==> config.mk <==
export PLATFORM = sky130hd
export DESIGN_NAME = cursor_subsystem
export DESIGN_NICKNAME = d
export VERILOG_FILES = /design/src/design/cursor_pkg.sv /design/src/design/axil_pkg.sv /design/src/design/button_conditioner.sv /design/src/design/cursor_tracker.sv /design/src/design/position_fifo.sv /design/src/design/axil_position_regs.sv /design/src/design/cursor_subsystem.sv
export SDC_FILE = /design/constraint.sdc
export NUM_CORES = 1
export LEC_CHECK = 0
export BUFFER_PORTS_ARGS = -buffer_cell sky130_fd_sc_hd__buf_4
export CORE_MARGIN = 2
export CORE_UTILIZATION = 35
export CTS_CLUSTER_DIAMETER = 200
export DETAILED_ROUTE_END_ITERATION = 12
export GPL_ROUTABILITY_DRIVEN = 0
export PLACE_DENSITY = 0.52
export SETUP_SLACK_MARGIN = 0.2
export SLEW_MARGIN = 5
export SYNTH_ARGS = -nofsm -noshare
export SYNTH_HDL_FRONTEND = slang
export SYNTH_SLANG_ARGS = --single-unit
==> constraint.sdc <==
create_clock -name clk -period 7.1 [get_ports clk]
set_input_delay 0.355 -clock clk [delete_from_list [all_inputs] [get_ports clk]]
set_output_delay 0.355 -clock clk [all_outputs]
set_load 0.05 [all_outputs]
==> src/design/cursor_pkg.sv <==
package cursor_pkg;

    // per-axis step command from the conditioner
    typedef enum logic [1:0] {
        MOVE_NONE = 2'd0,
        MOVE_INC  = 2'd1,
        MOVE_DEC  = 2'd2
    } move_e;

    // opposite buttons cancel out
    function automatic move_e resolve_move(input logic inc, input logic dec);
        move_e m;
        m = MOVE_NONE;
        if (inc && !dec) begin
            m = MOVE_INC;
        end else if (dec && !inc) begin
            m = MOVE_DEC;
        end
        return m;
    endfunction

    // centre of the saturation range
    function automatic int mid_point(input int lo, input int hi);
        return (lo + hi) / 2;
    endfunction

endpackage

==> src/design/axil_pkg.sv <==
package axil_pkg;

    localparam int ADDR_W = 4;   // byte address bits
    localparam int DATA_W = 32;

    typedef enum logic [1:0] {
        RESP_OKAY   = 2'b00,
        RESP_SLVERR = 2'b10
    } resp_e;

    // register map
    typedef enum logic [ADDR_W-1:0] {
        REG_POS    = 4'h0,   // read pops queue head
        REG_STATUS = 4'h4,
        REG_CUR    = 4'h8,   // live position
        REG_CTRL   = 4'hC    // write only
    } reg_addr_e;

endpackage

==> src/design/button_conditioner.sv <==
`timescale 1ns/100ps

module button_conditioner #(
    parameter int REPEAT_CYCLES = 16
)(
    input  logic                clk,
    input  logic                rst,
    input  logic                btn_r,
    input  logic                btn_l,
    input  logic                btn_u,
    input  logic                btn_d,
    input  logic                btn_c,
    output cursor_pkg::move_e   move_x,
    output cursor_pkg::move_e   move_y,
    output logic                center
);

    localparam int CNT_W = $clog2(REPEAT_CYCLES + 1);

    // bit order {c, d, u, l, r}
    logic [4:0]       sync1;
    logic [4:0]       sync2;
    logic [4:0]       prev;
    logic [4:0]       rise;
    logic             any_held;
    logic             tick;
    logic             step;
    logic [CNT_W-1:0] rep_cnt;

    assign rise     = sync2 & ~prev;
    assign any_held = |sync2;
    assign tick     = any_held && (rep_cnt == CNT_W'(REPEAT_CYCLES - 1));
    assign step     = (|rise) || tick;   // press edge or repeat wrap

    always_ff @(posedge clk) begin
        if (rst) begin
            sync1   <= '0;
            sync2   <= '0;
            prev    <= '0;
            rep_cnt <= '0;
            move_x  <= cursor_pkg::MOVE_NONE;
            move_y  <= cursor_pkg::MOVE_NONE;
            center  <= 1'b0;
        end else begin
            sync1 <= {btn_c, btn_d, btn_u, btn_l, btn_r};
            sync2 <= sync1;
            prev  <= sync2;

            // any new press restarts the shared repeat interval
            if ((|rise) || !any_held || tick) begin
                rep_cnt <= '0;
            end else begin
                rep_cnt <= rep_cnt + 1'b1;
            end

            center <= step && sync2[4];
            if (step && !sync2[4]) begin   // centre wins over moves
                move_x <= cursor_pkg::resolve_move(sync2[0], sync2[1]);
                move_y <= cursor_pkg::resolve_move(sync2[2], sync2[3]);
            end else begin
                move_x <= cursor_pkg::MOVE_NONE;
                move_y <= cursor_pkg::MOVE_NONE;
            end
        end
    end

endmodule

==> src/design/cursor_tracker.sv <==
`timescale 1ns/100ps

module cursor_tracker #(
    parameter int OUTWIDTH = 8,
    parameter int STEP     = 1,
    parameter int MINVAL   = 10,
    parameter int MAXVAL   = 245
)(
    input  logic                clk,
    input  logic                rst,
    input  cursor_pkg::move_e   move_x,
    input  cursor_pkg::move_e   move_y,
    input  logic                center,
    output logic [OUTWIDTH-1:0] x,
    output logic [OUTWIDTH-1:0] y,
    output logic                update
);

    localparam logic [OUTWIDTH-1:0] MIN_V = OUTWIDTH'(MINVAL);
    localparam logic [OUTWIDTH-1:0] MAX_V = OUTWIDTH'(MAXVAL);
    localparam logic [OUTWIDTH-1:0] MID_V = OUTWIDTH'(cursor_pkg::mid_point(MINVAL, MAXVAL));

    logic [OUTWIDTH-1:0] x_d;
    logic [OUTWIDTH-1:0] y_d;

    // one step along an axis, clipped to [MINVAL, MAXVAL]
    function automatic logic [OUTWIDTH-1:0] next_coord(
        input logic [OUTWIDTH-1:0] val,
        input cursor_pkg::move_e   m
    );
        logic [OUTWIDTH-1:0] res;
        res = val;
        case (m)
            cursor_pkg::MOVE_INC: begin
                if (int'(val) + STEP > MAXVAL) res = MAX_V;
                else res = val + OUTWIDTH'(STEP);
            end
            cursor_pkg::MOVE_DEC: begin
                if (int'(val) - STEP < MINVAL) res = MIN_V;
                else res = val - OUTWIDTH'(STEP);
            end
            default: res = val;
        endcase
        return res;
    endfunction

    always_comb begin
        if (center) begin
            x_d = MID_V;
            y_d = MID_V;
        end else begin
            x_d = next_coord(x, move_x);
            y_d = next_coord(y, move_y);
        end
    end

    always_ff @(posedge clk) begin
        if (rst) begin
            x      <= MID_V;
            y      <= MID_V;
            update <= 1'b0;
        end else begin
            x      <= x_d;
            y      <= y_d;
            update <= (x_d != x) || (y_d != y);   // no pulse when pinned at a limit
        end
    end

endmodule

==> src/design/position_fifo.sv <==
`timescale 1ns/100ps

module position_fifo #(
    parameter int OUTWIDTH   = 8,
    parameter int FIFO_DEPTH = 8
)(
    input  logic                  clk,
    input  logic                  rst,
    input  logic                  push,
    input  logic [2*OUTWIDTH-1:0] push_data,
    input  logic                  pop,
    input  logic                  clear_overflow,
    output logic [2*OUTWIDTH-1:0] head,
    output logic [7:0]            count,
    output logic                  empty,
    output logic                  overflow
);

    localparam int PTR_W = (FIFO_DEPTH > 1) ? $clog2(FIFO_DEPTH) : 1;

    logic [2*OUTWIDTH-1:0] mem [FIFO_DEPTH];
    logic [PTR_W-1:0]      wr_ptr;
    logic [PTR_W-1:0]      rd_ptr;
    logic                  full;
    logic                  do_pop;
    logic                  do_push;

    assign empty   = (count == 8'd0);
    assign full    = (count == 8'(FIFO_DEPTH));
    assign head    = mem[rd_ptr];
    assign do_pop  = pop && !empty;
    assign do_push = push && (!full || do_pop);   // full FIFO still takes push with pop

    always_ff @(posedge clk) begin
        if (do_push) mem[wr_ptr] <= push_data;
    end

    always_ff @(posedge clk) begin
        if (rst) begin
            wr_ptr   <= '0;
            rd_ptr   <= '0;
            count    <= '0;
            overflow <= 1'b0;
        end else begin
            if (do_push) wr_ptr <= (wr_ptr == PTR_W'(FIFO_DEPTH - 1)) ? '0 : wr_ptr + 1'b1;
            if (do_pop) rd_ptr <= (rd_ptr == PTR_W'(FIFO_DEPTH - 1)) ? '0 : rd_ptr + 1'b1;
            count <= count + {7'd0, do_push} - {7'd0, do_pop};
            if (push && !do_push) begin
                overflow <= 1'b1;   // dropped entry, set wins over clear
            end else if (clear_overflow) begin
                overflow <= 1'b0;
            end
        end
    end

endmodule

==> src/design/axil_position_regs.sv <==
`timescale 1ns/100ps

module axil_position_regs #(
    parameter int OUTWIDTH = 8
)(
    input  logic                          clk,
    input  logic                          rst,
    input  logic                          awvalid,
    output logic                          awready,
    input  logic [axil_pkg::ADDR_W-1:0]   awaddr,
    input  logic                          wvalid,
    output logic                          wready,
    input  logic [axil_pkg::DATA_W-1:0]   wdata,
    output logic                          bvalid,
    input  logic                          bready,
    output logic [1:0]                    bresp,
    input  logic                          arvalid,
    output logic                          arready,
    input  logic [axil_pkg::ADDR_W-1:0]   araddr,
    output logic                          rvalid,
    input  logic                          rready,
    output logic [axil_pkg::DATA_W-1:0]   rdata,
    output logic [1:0]                    rresp,
    input  logic [OUTWIDTH-1:0]           x,
    input  logic [OUTWIDTH-1:0]           y,
    input  logic [2*OUTWIDTH-1:0]         head,
    input  logic [7:0]                    count,
    input  logic                          empty,
    input  logic                          overflow,
    output logic                          pop,
    output logic                          clear_overflow
);

    axil_pkg::reg_addr_e rd_addr;
    axil_pkg::reg_addr_e wr_addr;
    logic                rd_fire;
    logic                wr_fire;

    assign rd_addr = axil_pkg::reg_addr_e'(araddr);
    assign wr_addr = axil_pkg::reg_addr_e'(awaddr);

    assign arready = !rvalid;   // one read in flight
    assign rd_fire = arvalid && arready;

    // aw and w accepted together only
    assign wr_fire = awvalid && wvalid && !bvalid;
    assign awready = wr_fire;
    assign wready  = wr_fire;

    assign pop            = rd_fire && (rd_addr == axil_pkg::REG_POS) && !empty;
    assign clear_overflow = wr_fire && (wr_addr == axil_pkg::REG_CTRL) && wdata[0];

    // read response, payload held until rready
    always_ff @(posedge clk) begin
        if (rst) begin
            rvalid <= 1'b0;
        end else if (rd_fire) begin
            rvalid <= 1'b1;
        end else if (rready) begin
            rvalid <= 1'b0;
        end
    end

    always_ff @(posedge clk) begin
        if (rd_fire) begin
            rdata <= '0;
            rresp <= axil_pkg::RESP_OKAY;
            case (rd_addr)
                axil_pkg::REG_POS: begin
                    if (empty) rresp <= axil_pkg::RESP_SLVERR;
                    else rdata <= axil_pkg::DATA_W'(head);   // head popped this cycle
                end
                axil_pkg::REG_STATUS: rdata <= {23'd0, overflow, count};
                axil_pkg::REG_CUR:    rdata <= axil_pkg::DATA_W'({y, x});
                default:              rresp <= axil_pkg::RESP_SLVERR;
            endcase
        end
    end

    // write response
    always_ff @(posedge clk) begin
        if (rst) begin
            bvalid <= 1'b0;
        end else if (wr_fire) begin
            bvalid <= 1'b1;
        end else if (bready) begin
            bvalid <= 1'b0;
        end
    end

    always_ff @(posedge clk) begin
        if (wr_fire) begin
            if (wr_addr == axil_pkg::REG_CTRL) bresp <= axil_pkg::RESP_OKAY;
            else bresp <= axil_pkg::RESP_SLVERR;   // everything else is read only or unmapped
        end
    end

endmodule

==> src/design/cursor_subsystem.sv <==
`timescale 1ns/100ps

module cursor_subsystem #(
    parameter int OUTWIDTH      = 8,
    parameter int STEP          = 1,
    parameter int MINVAL        = 10,
    parameter int MAXVAL        = 245,
    parameter int REPEAT_CYCLES = 16,
    parameter int FIFO_DEPTH    = 8
)(
    input  logic                          clk,
    input  logic                          rst,
    input  logic                          btn_r,
    input  logic                          btn_l,
    input  logic                          btn_u,
    input  logic                          btn_d,
    input  logic                          btn_c,
    input  logic                          awvalid,
    output logic                          awready,
    input  logic [axil_pkg::ADDR_W-1:0]   awaddr,
    input  logic                          wvalid,
    output logic                          wready,
    input  logic [axil_pkg::DATA_W-1:0]   wdata,
    output logic                          bvalid,
    input  logic                          bready,
    output logic [1:0]                    bresp,
    input  logic                          arvalid,
    output logic                          arready,
    input  logic [axil_pkg::ADDR_W-1:0]   araddr,
    output logic                          rvalid,
    input  logic                          rready,
    output logic [axil_pkg::DATA_W-1:0]   rdata,
    output logic [1:0]                    rresp
);

    cursor_pkg::move_e     move_x;
    cursor_pkg::move_e     move_y;
    logic                  center;
    logic [OUTWIDTH-1:0]   x;
    logic [OUTWIDTH-1:0]   y;
    logic                  update;
    logic [2*OUTWIDTH-1:0] head;
    logic [7:0]            count;
    logic                  empty;
    logic                  overflow;
    logic                  pop;
    logic                  clear_overflow;

    button_conditioner #(.REPEAT_CYCLES(REPEAT_CYCLES)) u_cond (
        .clk(clk), .rst(rst),
        .btn_r(btn_r), .btn_l(btn_l), .btn_u(btn_u), .btn_d(btn_d), .btn_c(btn_c),
        .move_x(move_x), .move_y(move_y), .center(center)
    );

    cursor_tracker #(
        .OUTWIDTH(OUTWIDTH), .STEP(STEP), .MINVAL(MINVAL), .MAXVAL(MAXVAL)
    ) u_tracker (
        .clk(clk), .rst(rst),
        .move_x(move_x), .move_y(move_y), .center(center),
        .x(x), .y(y), .update(update)
    );

    // queue entry is the packed position, x in the low half
    position_fifo #(.OUTWIDTH(OUTWIDTH), .FIFO_DEPTH(FIFO_DEPTH)) u_fifo (
        .clk(clk), .rst(rst),
        .push(update), .push_data({y, x}),
        .pop(pop), .clear_overflow(clear_overflow),
        .head(head), .count(count), .empty(empty), .overflow(overflow)
    );

    axil_position_regs #(.OUTWIDTH(OUTWIDTH)) u_regs (
        .clk(clk), .rst(rst),
        .awvalid(awvalid), .awready(awready), .awaddr(awaddr),
        .wvalid(wvalid), .wready(wready), .wdata(wdata),
        .bvalid(bvalid), .bready(bready), .bresp(bresp),
        .arvalid(arvalid), .arready(arready), .araddr(araddr),
        .rvalid(rvalid), .rready(rready), .rdata(rdata), .rresp(rresp),
        .x(x), .y(y), .head(head), .count(count), .empty(empty), .overflow(overflow),
        .pop(pop), .clear_overflow(clear_overflow)
    );

endmodule

==> results of run 1 <==
## cell families after synthesis
| family | after synthesis | share of synthesized area |
|---|---|---|
| AND/OR/NAND/NOR | 245 | 0.128 |
| other | 1 | 0.000375 |
| adder cells (fa/ha/maj) | 27 | 0.0345 |
| XOR/XNOR | 14 | 0.0123 |
| AO/OA/AOI/OAI | 170 | 0.118 |
| flip-flops | 208 | 0.563 |
| buffers and inverters | 112 | 0.0531 |
| multiplexers | 51 | 0.0912 |
## power by group through the flow
stage | Clock [W] | Combinational (W) | Sequential [W]
5_1_grt | 0.00128 | 0.000444 | 0.00139
6_report | 0.00120 | 0.000398 | 0.00138
3_5_place_dp | 0 | 0.000397 | 0.00141
3_3_place_gp | 0 | 0.000397 | 0.00141
4_1_cts | 0.00124 | 0.000400 | 0.00138
2_1_floorplan | 0 | 0.000289 | 0.00142
## cells in the mapped netlist (5+ instances only)
library cell  count  area share
a22oi_1          10      0.0075
o211ai_1          7      0.0053
nand4_1           6      0.0038
xor2_1            6      0.0053
buf_1             6      0.0023
buf_4            22       0.017
mux4_2           32       0.072
a211oi_1          6      0.0045
o21ai_0          38       0.019
mux2i_1          18       0.018
o22ai_1           5      0.0031
nor2_1           61       0.023
a21oi_1          38       0.019
xnor2_1           8      0.0070
or3_1             9      0.0056
ha_1             26       0.033
nand3_1          19      0.0095
o21bai_1          6      0.0045
dfxtp_1          62        0.12
nor2b_1          22       0.014
nor4_1            8      0.0050
o31ai_1           5      0.0038
nor3_1           14      0.0070
nand2b_1          9      0.0056
nand2_1          60       0.023
edfxtp_1        146        0.44
clkbuf_1         32       0.012
a31oi_1           7      0.0044
inv_1            45       0.017
## critical path, cell delays in order (launching register included)
cell and delay, ps:
dfxtp_1 350, nor2b_2 840, nand3_1 360, nand3_1 240
nand2_1 260, inv_1 220, ha_1 200, inv_1 60
fa_1 400, inv_1 70, a21oi_1 70, o21bai_1 200
a21oi_1 100, nor2_1 90, nor2_1 50, xor2_1 130
nor2_1 50
## final cells by class
| type | count | area [um2] |
|---|---|---|
| fillers | 2661 | 16500 |
| flip-flops and latches | 208 | 5630 |
| multi-input cells | 525 | 3940 |
| clock buffers | 35 | 692 |
| repair buffers | 64 | 483 |
| well taps | 378 | 473 |
| inverters | 45 | 169 |
| clock inverters | 9 | 88.8 |
## how the worst max path moves through the flow
stage	slack [ps]	endpoint	depth (start not counted)
2_1_floorplan	3020	u_fifo.mem[0][0]$_DFFE_PP_	5
3_3_place_gp	3090	u_fifo.count[6]$_SDFF_PP0_	17
3_5_place_dp	3040	u_fifo.count[6]$_SDFF_PP0_	17
4_1_cts	3150	u_fifo.count[6]$_SDFF_PP0_	16
5_1_grt	2740	u_fifo.count[6]$_SDFF_PP0_	16
6_report	3280	u_fifo.count[6]$_SDFF_PP0_	16
## layer usage
metal	vias up	wire length [um]	global-route usage
met3	40	1160	0.0218
li1	3153	-	-
met5	-	0	0
met4	0	563	0.0438
met2	179	11100	0.260
met1	3333	10700	0.213
## metrics by stage
stage / power, W / instances / hold slack [ps]
after floorplan: 0.00171 / 845 / 414
after global placement: 0.00180 / 1219 / 419
after detailed placement: 0.00181 / 1219 / 425
after CTS: 0.00302 / 1264 / 31.5
after global routing: 0.00311 / 1264 / 35.7
final: 0.00298 / 1264 / 49.3
## sequential cells by signal, indices dropped and copies added, names as in the netlist, 8 cells and up, named ones only
signal	cells
u_tracker.y	8
u_regs.rdata	16
u_tracker.x	8
u_fifo.count	8
u_fifo.mem	128
## repair_timing
| action | CTS | global route |
|---|---|---|
| hold buffers | 1 | 0 |
| hold endpoints to repair | 1 | 0 |
| gates resized for setup | 0 | 0 |
==> impl_metrics.yaml, run 1 <==
outcome:
  status: "finished, final reports clean"
grt:
  track_usage: 0.156
  grt_max_degree: 39
  grt_pass1_vias: 6635
  grt_pass1_wl_mm: 37.3
  antenna_found_initial: 0
  grt-ovfl-total: 0
sta:
  period_needed_ps: 3820
  rsz0062_at_grt: "false"
  skew_ps: 18.1
  tns_ps: 0
  tightest_slew_ps: 1080
  setup_ws_ps: 3280
  setup_viol: 0
  max-slew-margin-rel: 0.275
  drv_slew: 0
  fmax_mhz: 262
  min_period_over_period: 0.538
  hold_viol_final: 0
die:
  core_mm2: 0.0279
  die_x_um: 173
  placementRows: 61
  initial_core_util: 0.358
  fp.dieArea_mm2: 0.0299
  io_pins: 93
  die_h_um: 173
power:
  swShare: 0.260
  p_comb_frac: 0.134
  pwr-share-clk: 0.403
  p_leak_nw: 3.81
  irDropWorstVdd_mv: 0.152
  p_int_w: 0.00221
  switchingPower_w: 0.000774
  pwr-share-seq: 0.463
  power_density_mw_per_mm2: 260
synthesis:
  yosys_warnings: 0
  synthDistinctLibCells: 81
  synth_seq_cells: 208
  synthArstFlopShare: 0
  syn_area_per_cell_um2: 12.1
  ys_seq_area_frac: 0.563
  synth-edff-count: 146
  syn_area_mm2: 0.0100
  synth-main-ff-cell: "edfxtp_1"
  syn_inst: 828
worst_setup_path:
  worstSetupStartpointType: "register"
  timing.rr.end: "u_fifo.count[6]$_SDFF_PP0_"
  crit_type: "reg -> reg"
  reg2reg_from: "u_regs.rvalid$_SDFFE_PP0P_"
  crit_start: "u_regs.rvalid$_SDFFE_PP0P_"
  reg2reg_slack_ps: 3280
  critPathMaxFanout: 18
  worstSetupEndpointType: "register"
  worstPathRequired_ps: 7500
  reg2reg_depth: 16
  arrival_ps: 4220
hold_path:
  whs_path_depth: 2
  worstHoldStart: "btn_u"
  min_path_type: "in -> reg"
  min_to: "u_cond.sync1[2]$_SDFF_PP0_"
clocking:
  clk_latency_ps: 530
  cts_buffer_depth: 3
  h-tree-depth: 1
  root_buffer: "clkbuf_16"
  numCtsBuffers: 24
  postCtsSetupBuffers: 0
  clkSinkCount: 208
  tritoncts: "done"
  path_clk_slew_ps: 60
routing:
  drt_iter0_markers: 588
  vias_per_cell: 5.30
  vias: 6705
  drt_drc_violations_left: 0
  routed_wl_mm: 23.5
  wl_per_cell_um: 18.6
  first_pass_iters: 5
  antenna_left: 0
placed_design:
  placed_area_mm2: 0.0107
  place_hpwl_mm: 14.3
  place_ws_ps: 3040
  port_buffers: 43
layout:
  fin_nets: 947
  area_delta_synth_final_pct: 14.8
  final_common_cell: "edfxtp_1"
  final_layout_size_suffix_gt1_frac: 0.182
  fin_area_mm2: 0.0115
  utilization: 0.411
  mostFrequentLayoutCells: "edfxtp_1 (146), buf_4 (63), nor2_1 (61), dfxtp_1 (61), nand2_1 (60)"
  antenna_cells: 0
job:
  drv_cap: 0
(Power assumes the default switching activity.)
==> run 2: changes to the inputs <==
--- a/config.mk
+++ b/config.mk
@@ -11,7 +11,7 @@
 export CTS_CLUSTER_DIAMETER = 200
 export DETAILED_ROUTE_END_ITERATION = 12
 export GPL_ROUTABILITY_DRIVEN = 0
-export PLACE_DENSITY = 0.52
+export PLACE_DENSITY = 0.54
 export SETUP_SLACK_MARGIN = 0.2
 export SLEW_MARGIN = 5
 export SYNTH_ARGS = -nofsm -noshare
==> constraint.sdc (replaced) <==
create_clock -name clk -period 3.4 [get_ports clk]
set_input_delay 0.17 -clock clk [delete_from_list [all_inputs] [get_ports clk]]
set_output_delay 0.17 -clock clk [all_outputs]
set_load 0.05 [all_outputs]
==> run 2 against run 1 <==
  * Clock power is 100% higher
  * First-iteration DRC count rose by 16%
  * Setup slack lost 3000 ps
  * Die area stayed put
  * Register-to-register slack got worse by 3000 ps
  * Clock skew down 2.9 ps
  * Flip-flop and latch count stayed put
  * Sequential power is 110% higher
  * Critical path type unchanged
  * Critical endpoint is now u_tracker.update$_SDFF_PP0_
==> impl_metrics.yaml, run 2 (synthesized netlist as in run 1, its figures left out) <==
sta:
  max-slew-margin-rel: 0.259
  setup_ws_ps: 328
  fmax_mhz: 326
  period_needed_ps: 3070
  rsz0062_at_grt: "true"
  tightest_slew_ps: 1110
  min_period_over_period: 0.903
  hold_viol_final: 0
  setup_viol: 0
  drv_slew: 0
  skew_ps: 15.3
  tns_ps: 0
  holdWs_ps: 77.1
power:
  swShare: 0.258
  p_int_w: 0.00460
  power_density_mw_per_mm2: 525
  switchingPower_w: 0.00160
  p_comb_frac: 0.147
  irDropWorstVdd_mv: 0.358
  pwr-share-seq: 0.463
  p_leak_nw: 3.98
  pwr-share-clk: 0.391
die:
  placementRows: 61
  initial_core_util: 0.358
  die_x_um: 173
  die_h_um: 173
  core_mm2: 0.0279
  fp.dieArea_mm2: 0.0299
  io_pins: 93
placed_design:
  dp.cells: 1243
  place_hpwl_mm: 15.2
  port_buffers: 43
  place_ws_ps: 292
clocking:
  numCtsBuffers: 23
  h-tree-depth: 1
  clk_latency_ps: 520
  path_clk_slew_ps: 60
  root_buffer: "clkbuf_16"
  cts_buffer_depth: 3
  tritoncts: "done"
  clkSinkCount: 208
layout:
  area_delta_synth_final_pct: 18.0
  final_common_cell: "edfxtp_1"
  mostFrequentLayoutCells: "edfxtp_1 (146), buf_4 (88), nor2_1 (61), dfxtp_1 (61), nand2_1 (59)"
  fin_nets: 984
  largest_reg_flops: 128
  top_regs: "u_fifo.mem: 128 flops, u_regs.rdata: 16 flops"
  final_layout_size_suffix_gt1_frac: 0.207
  layoutNonFillerInstCount: 1300
  antenna_cells: 0
  utilization: 0.423
  largest_register: "u_fifo.mem"
routing:
  routed_wl_mm: 23.3
  wl_per_cell_um: 17.9
  antenna_left: 0
  vias_per_cell: 5.21
  drt_drc_violations_left: 0
  vias: 6770
  first_pass_iters: 5
  drt_iter0_markers: 680
grt:
  antenna_found_initial: 0
  track_usage: 0.154
  grt_max_degree: 39
  grt_pass1_vias: 6650
  grt_pass1_wl_mm: 36.9
  grt-ovfl-total: 0
worst_setup_path:
  crit_chain: "inv_1, ha_1, or4b_1, o2111a_2, a21oi_1, a2bb2oi_1, nand4_1, nor4b_1, o2111a_1, a21oi_1"
  critPathMaxFanout: 6
  cpMostUsedCell: "a21oi_1"
  critPathBufInv: 1
  worstSetupEndpointType: "register"
  arrival_ps: 3440
  crit_type: "reg -> reg"
  worstSetupStartpointType: "register"
  critPathTopFamily: "simple AND/OR/NAND/NOR gates"
  critPathSlowestCell: "or4b_1"
  worstPathRequired_ps: 3770
  worst_path_largest_cell_delay_ps: 630
outcome:
  status: "finished, final reports clean"
job:
  drv_cap: 0
hold_path:
  min_path_type: "in -> reg"
[run 2: changes by cell type in the layout (fill, tap and decap cells not counted), moves of 2 or more]
cell | before | now
buf_4 | 63 | 88
clkinv_1 | 1 | 3
clkinvlp_4 | 2 | 0
dlygate4sd3_1 | 1 | 13
inv_1 | 45 | 43
inv_2 | 0 | 2
nand3_1 | 19 | 17
nand3_2 | 0 | 2
[run 2: area by class of cell]
class | instances | area, um2
clock buffers | 33 | 663
clock inverters | 9 | 81.3
fillers | 2606 | 16100
inverters | 45 | 169
multi-input cells | 525 | 3980
flip-flops and latches | 208 | 5630
well taps | 378 | 473
repair buffers | 102 | 811
[run 2: metrics by stage]
step           instance area (um2)  power, W
2_1_floorplan                10100   0.00357
3_3_place_gp                 10900   0.00380
3_5_place_dp                 10900   0.00380
4_1_cts                      11800   0.00625
5_1_grt                      11800   0.00647
6_report                     11800   0.00620
[run 2: worst register-to-register path: cells and delay by family (launching register included)]
| family | cells | cell delay (ps) |
|---|---|---|
| AO/OA/AOI/OAI | 5 | 1120 |
| flip-flops | 1 | 340 |
| AND/OR/NAND/NOR | 3 | 1120 |
| buffers and inverters | 1 | 90 |
| adder cells (fa/ha/maj) | 1 | 260 |
[run 2: power groups by stage]
stage,logic (W),registers [W],clock network (W)
after floorplan,0.000605,0.00296,0
after global placement,0.000883,0.00292,0
after detailed placement,0.000877,0.00292,0
after CTS,0.000893,0.00287,0.00248
after global routing,0.00101,0.00288,0.00258
final,0.000909,0.00287,0.00242
[run 2: path summary, 6_finish.rpt]
check | from | slack [ps] | to | depth (start not counted)
setup / recovery | u_tracker.x[0]$_SDFF_PP1_ | 330 | u_tracker.update$_SDFF_PP0_ | 10
hold reg to reg | u_cond.sync1[0]$_SDFF_PP0_ | 430 | u_cond.sync2[0]$_SDFF_PP0_ | 1
hold / removal | wvalid | 80 | u_regs.bresp[1]$_DFFE_PP_ | 3
setup reg to reg | u_tracker.x[0]$_SDFF_PP1_ | 330 | u_tracker.update$_SDFF_PP0_ | 10
[run 2: what timing repair did]
item | 4_1_cts | 5_1_grt
hold buffers | 13 | 0
endpoints found under the hold margin | 9 | 0
buffers inserted | 0 | 2
gates resized for setup | 0 | 7
endpoints found under the setup margin | 0 | 3
[run 2: routing by layer]
layer	global-route usage	share of wire
met2	0.262	0.48
met5	0	0
met3	0.0220	0.046
met1	0.205	0.45
met4	0.0417	0.025
==> run 3: changes to the inputs <==
--- a/config.mk
+++ b/config.mk
@@ -8,6 +8,7 @@
 export BUFFER_PORTS_ARGS = -buffer_cell sky130_fd_sc_hd__buf_4
 export CORE_MARGIN = 2
 export CORE_UTILIZATION = 35
+export CTS_BUF_LIST = sky130_fd_sc_hd__clkbuf_8
 export CTS_CLUSTER_DIAMETER = 200
 export DETAILED_ROUTE_END_ITERATION = 12
 export GPL_ROUTABILITY_DRIVEN = 0
==> run 3 against run 2 <==
  * Clock-buffer cell count up 9
  * Clock power down 8%
  * Global-route usage up 0.18 points
  * Fmax down 0.99%
  * Via count up 1.8%
  * Critical path depth unchanged
  * Setup slack worse by 31 ps
  * Flip-flop and latch count unchanged
  * Final cell count up 1.9%
==> impl_metrics.yaml, run 3 (synthesized netlist as in run 1, its figures left out) <==
outcome:
  status: "finished, final reports clean"
sta:
  period_needed_ps: 3100
  rsz0062_at_grt: "false"
  skew_ps: 23.1
  tightest_slew_ps: 1100
  min_period_over_period: 0.912
  fmax_mhz: 322
  drv_slew: 0
  setup_viol: 0
  hold_viol_final: 0
  max-slew-margin-rel: 0.266
  tns_ps: 0
  setup_ws_ps: 298
worst_setup_path:
  crit_chain: "inv_1, ha_1, or4b_1, o2111a_2, a21oi_1, a2bb2oi_1, nand4_1, nor4b_1, o2111a_1, a21oi_1"
  critPathBufInv: 1
  cpMostUsedCell: "a21oi_1"
  critPathTopFamily: "simple AND/OR/NAND/NOR gates"
  worst_path_largest_cell_delay_ps: 630
  arrival_ps: 3470
  critPathSlowestCell: "or4b_1"
  crit_type: "reg -> reg"
  worstSetupEndpointType: "register"
  worstPathRequired_ps: 3770
  critPathMaxFanout: 6
  reg2reg_slack_ps: 300
  worstSetupStartpointType: "register"
clocking:
  path_clk_slew_ps: 50
  cts_buffer_depth: 3
  h-tree-depth: 2
  clkSinkCount: 208
  tritoncts: "done"
  root_buffer: "clkbuf_8"
  clk_latency_ps: 530
  numCtsBuffers: 38
placed_design:
  place_ws_ps: 292
  place_hpwl_mm: 15.2
  dp.cells: 1243
  port_buffers: 43
grt:
  antenna_found_initial: 0
  grt_max_degree: 39
  track_usage: 0.155
  grt-ovfl-total: 0
  grt_pass1_wl_mm: 37.1
  grt_pass1_vias: 6789
die:
  initial_core_util: 0.358
  placementRows: 61
  fp.dieArea_mm2: 0.0299
  die_x_um: 173
  die_h_um: 173
  core_mm2: 0.0279
  io_pins: 93
routing:
  wl_per_cell_um: 17.8
  drt_iter0_markers: 701
  first_pass_iters: 5
  routed_wl_mm: 23.5
  vias: 6893
  drt_drc_violations_left: 0
  vias_per_cell: 5.20
  antenna_left: 0
power:
  power_density_mw_per_mm2: 510
  p_leak_nw: 4.02
  power_w: 0.00601
  irDropWorstVdd_mv: 0.267
layout:
  layoutNonFillerInstCount: 1325
  mostFrequentLayoutCells: "edfxtp_1 (146), buf_4 (88), nor2_1 (61), nand2_1 (59), dfxtp_1 (59)"
  largest_reg_flops: 128
  final_layout_size_suffix_gt1_frac: 0.222
  final_common_cell: "edfxtp_1"
  utilization: 0.422
  top_regs: "u_fifo.mem: 128 flops, u_regs.rdata: 16 flops"
  largest_register: "u_fifo.mem"
  area_delta_synth_final_pct: 17.8
  antenna_cells: 0
  fin_nets: 999
job:
  drv_cap: 0
hold_path:
  min_path_type: "in -> reg"
[run 3: changes by cell type in the layout (fill, tap and decap cells not counted), sizes merged]
cell / change
inv: +12
clkbuf: +9
clkinv: +2
clkinvlp: +2
[run 3: what timing repair did]
item                                   CTS  global route
setup buffers                            0             2
hold buffers                            13             0
setup endpoints to repair                0             3
resized for setup                        0             9
endpoints found under the hold margin    9             0
[run 3: final cells by class]
cell class	count	area (um2)
clock buffers	42	578
repair buffers	102	811
multi-input cells	525	3980
flip-flops and latches	208	5630
inverters	45	169
clock inverters	25	141
well taps	378	473
fillers	2633	16200
[run 3: worst reg2reg max path, cell delays in order (launching register included)]
cell	delay [ps]
dfxtp_1	330
inv_1	100
ha_1	270
or4b_1	630
o2111a_2	250
a21oi_1	260
a2bb2oi_1	230
nand4_1	120
nor4b_1	380
o2111a_1	290
a21oi_1	90
[run 3: stage by stage]
| stage | instance area [um2] | hold slack, ps |
|---|---|---|
| after global routing | 11800 | 82.8 |
| after floorplan | 10100 | 269 |
| after detailed placement | 10900 | 369 |
| after CTS | 11700 | 49.1 |
| after global placement | 10900 | 357 |
| final | 11800 | 82.8 |
[run 3: final timing paths]
check	start	endpoint	cells past startpoint
setup / recovery	u_tracker.x[0]$_SDFF_PP1_	u_tracker.update$_SDFF_PP0_	10
hold reg to reg	u_cond.sync1[0]$_SDFF_PP0_	u_cond.sync2[0]$_SDFF_PP0_	1
setup reg to reg	u_tracker.x[0]$_SDFF_PP1_	u_tracker.update$_SDFF_PP0_	10
hold / removal	wvalid	u_regs.bresp[1]$_DFFE_PP_	3
[run 3: where the power goes]
group          internal (W)  leakage (nW)  switching, W
sequential          0.00280          1.67     0.0000686
clock               0.00122         0.412       0.00101
combinational      0.000366          1.94      0.000544
total               0.00438          4.02       0.00162
[run 3: per-layer routing]
metal | GRT usage | wire, um | vias to the layer above
met5 | 0 | 0 | -
met4 | 0.0480 | 549 | 0
met3 | 0.0273 | 1260 | 49
met2 | 0.266 | 11300 | 221
met1 | 0.201 | 10400 | 3356
li1 | - | - | 3267
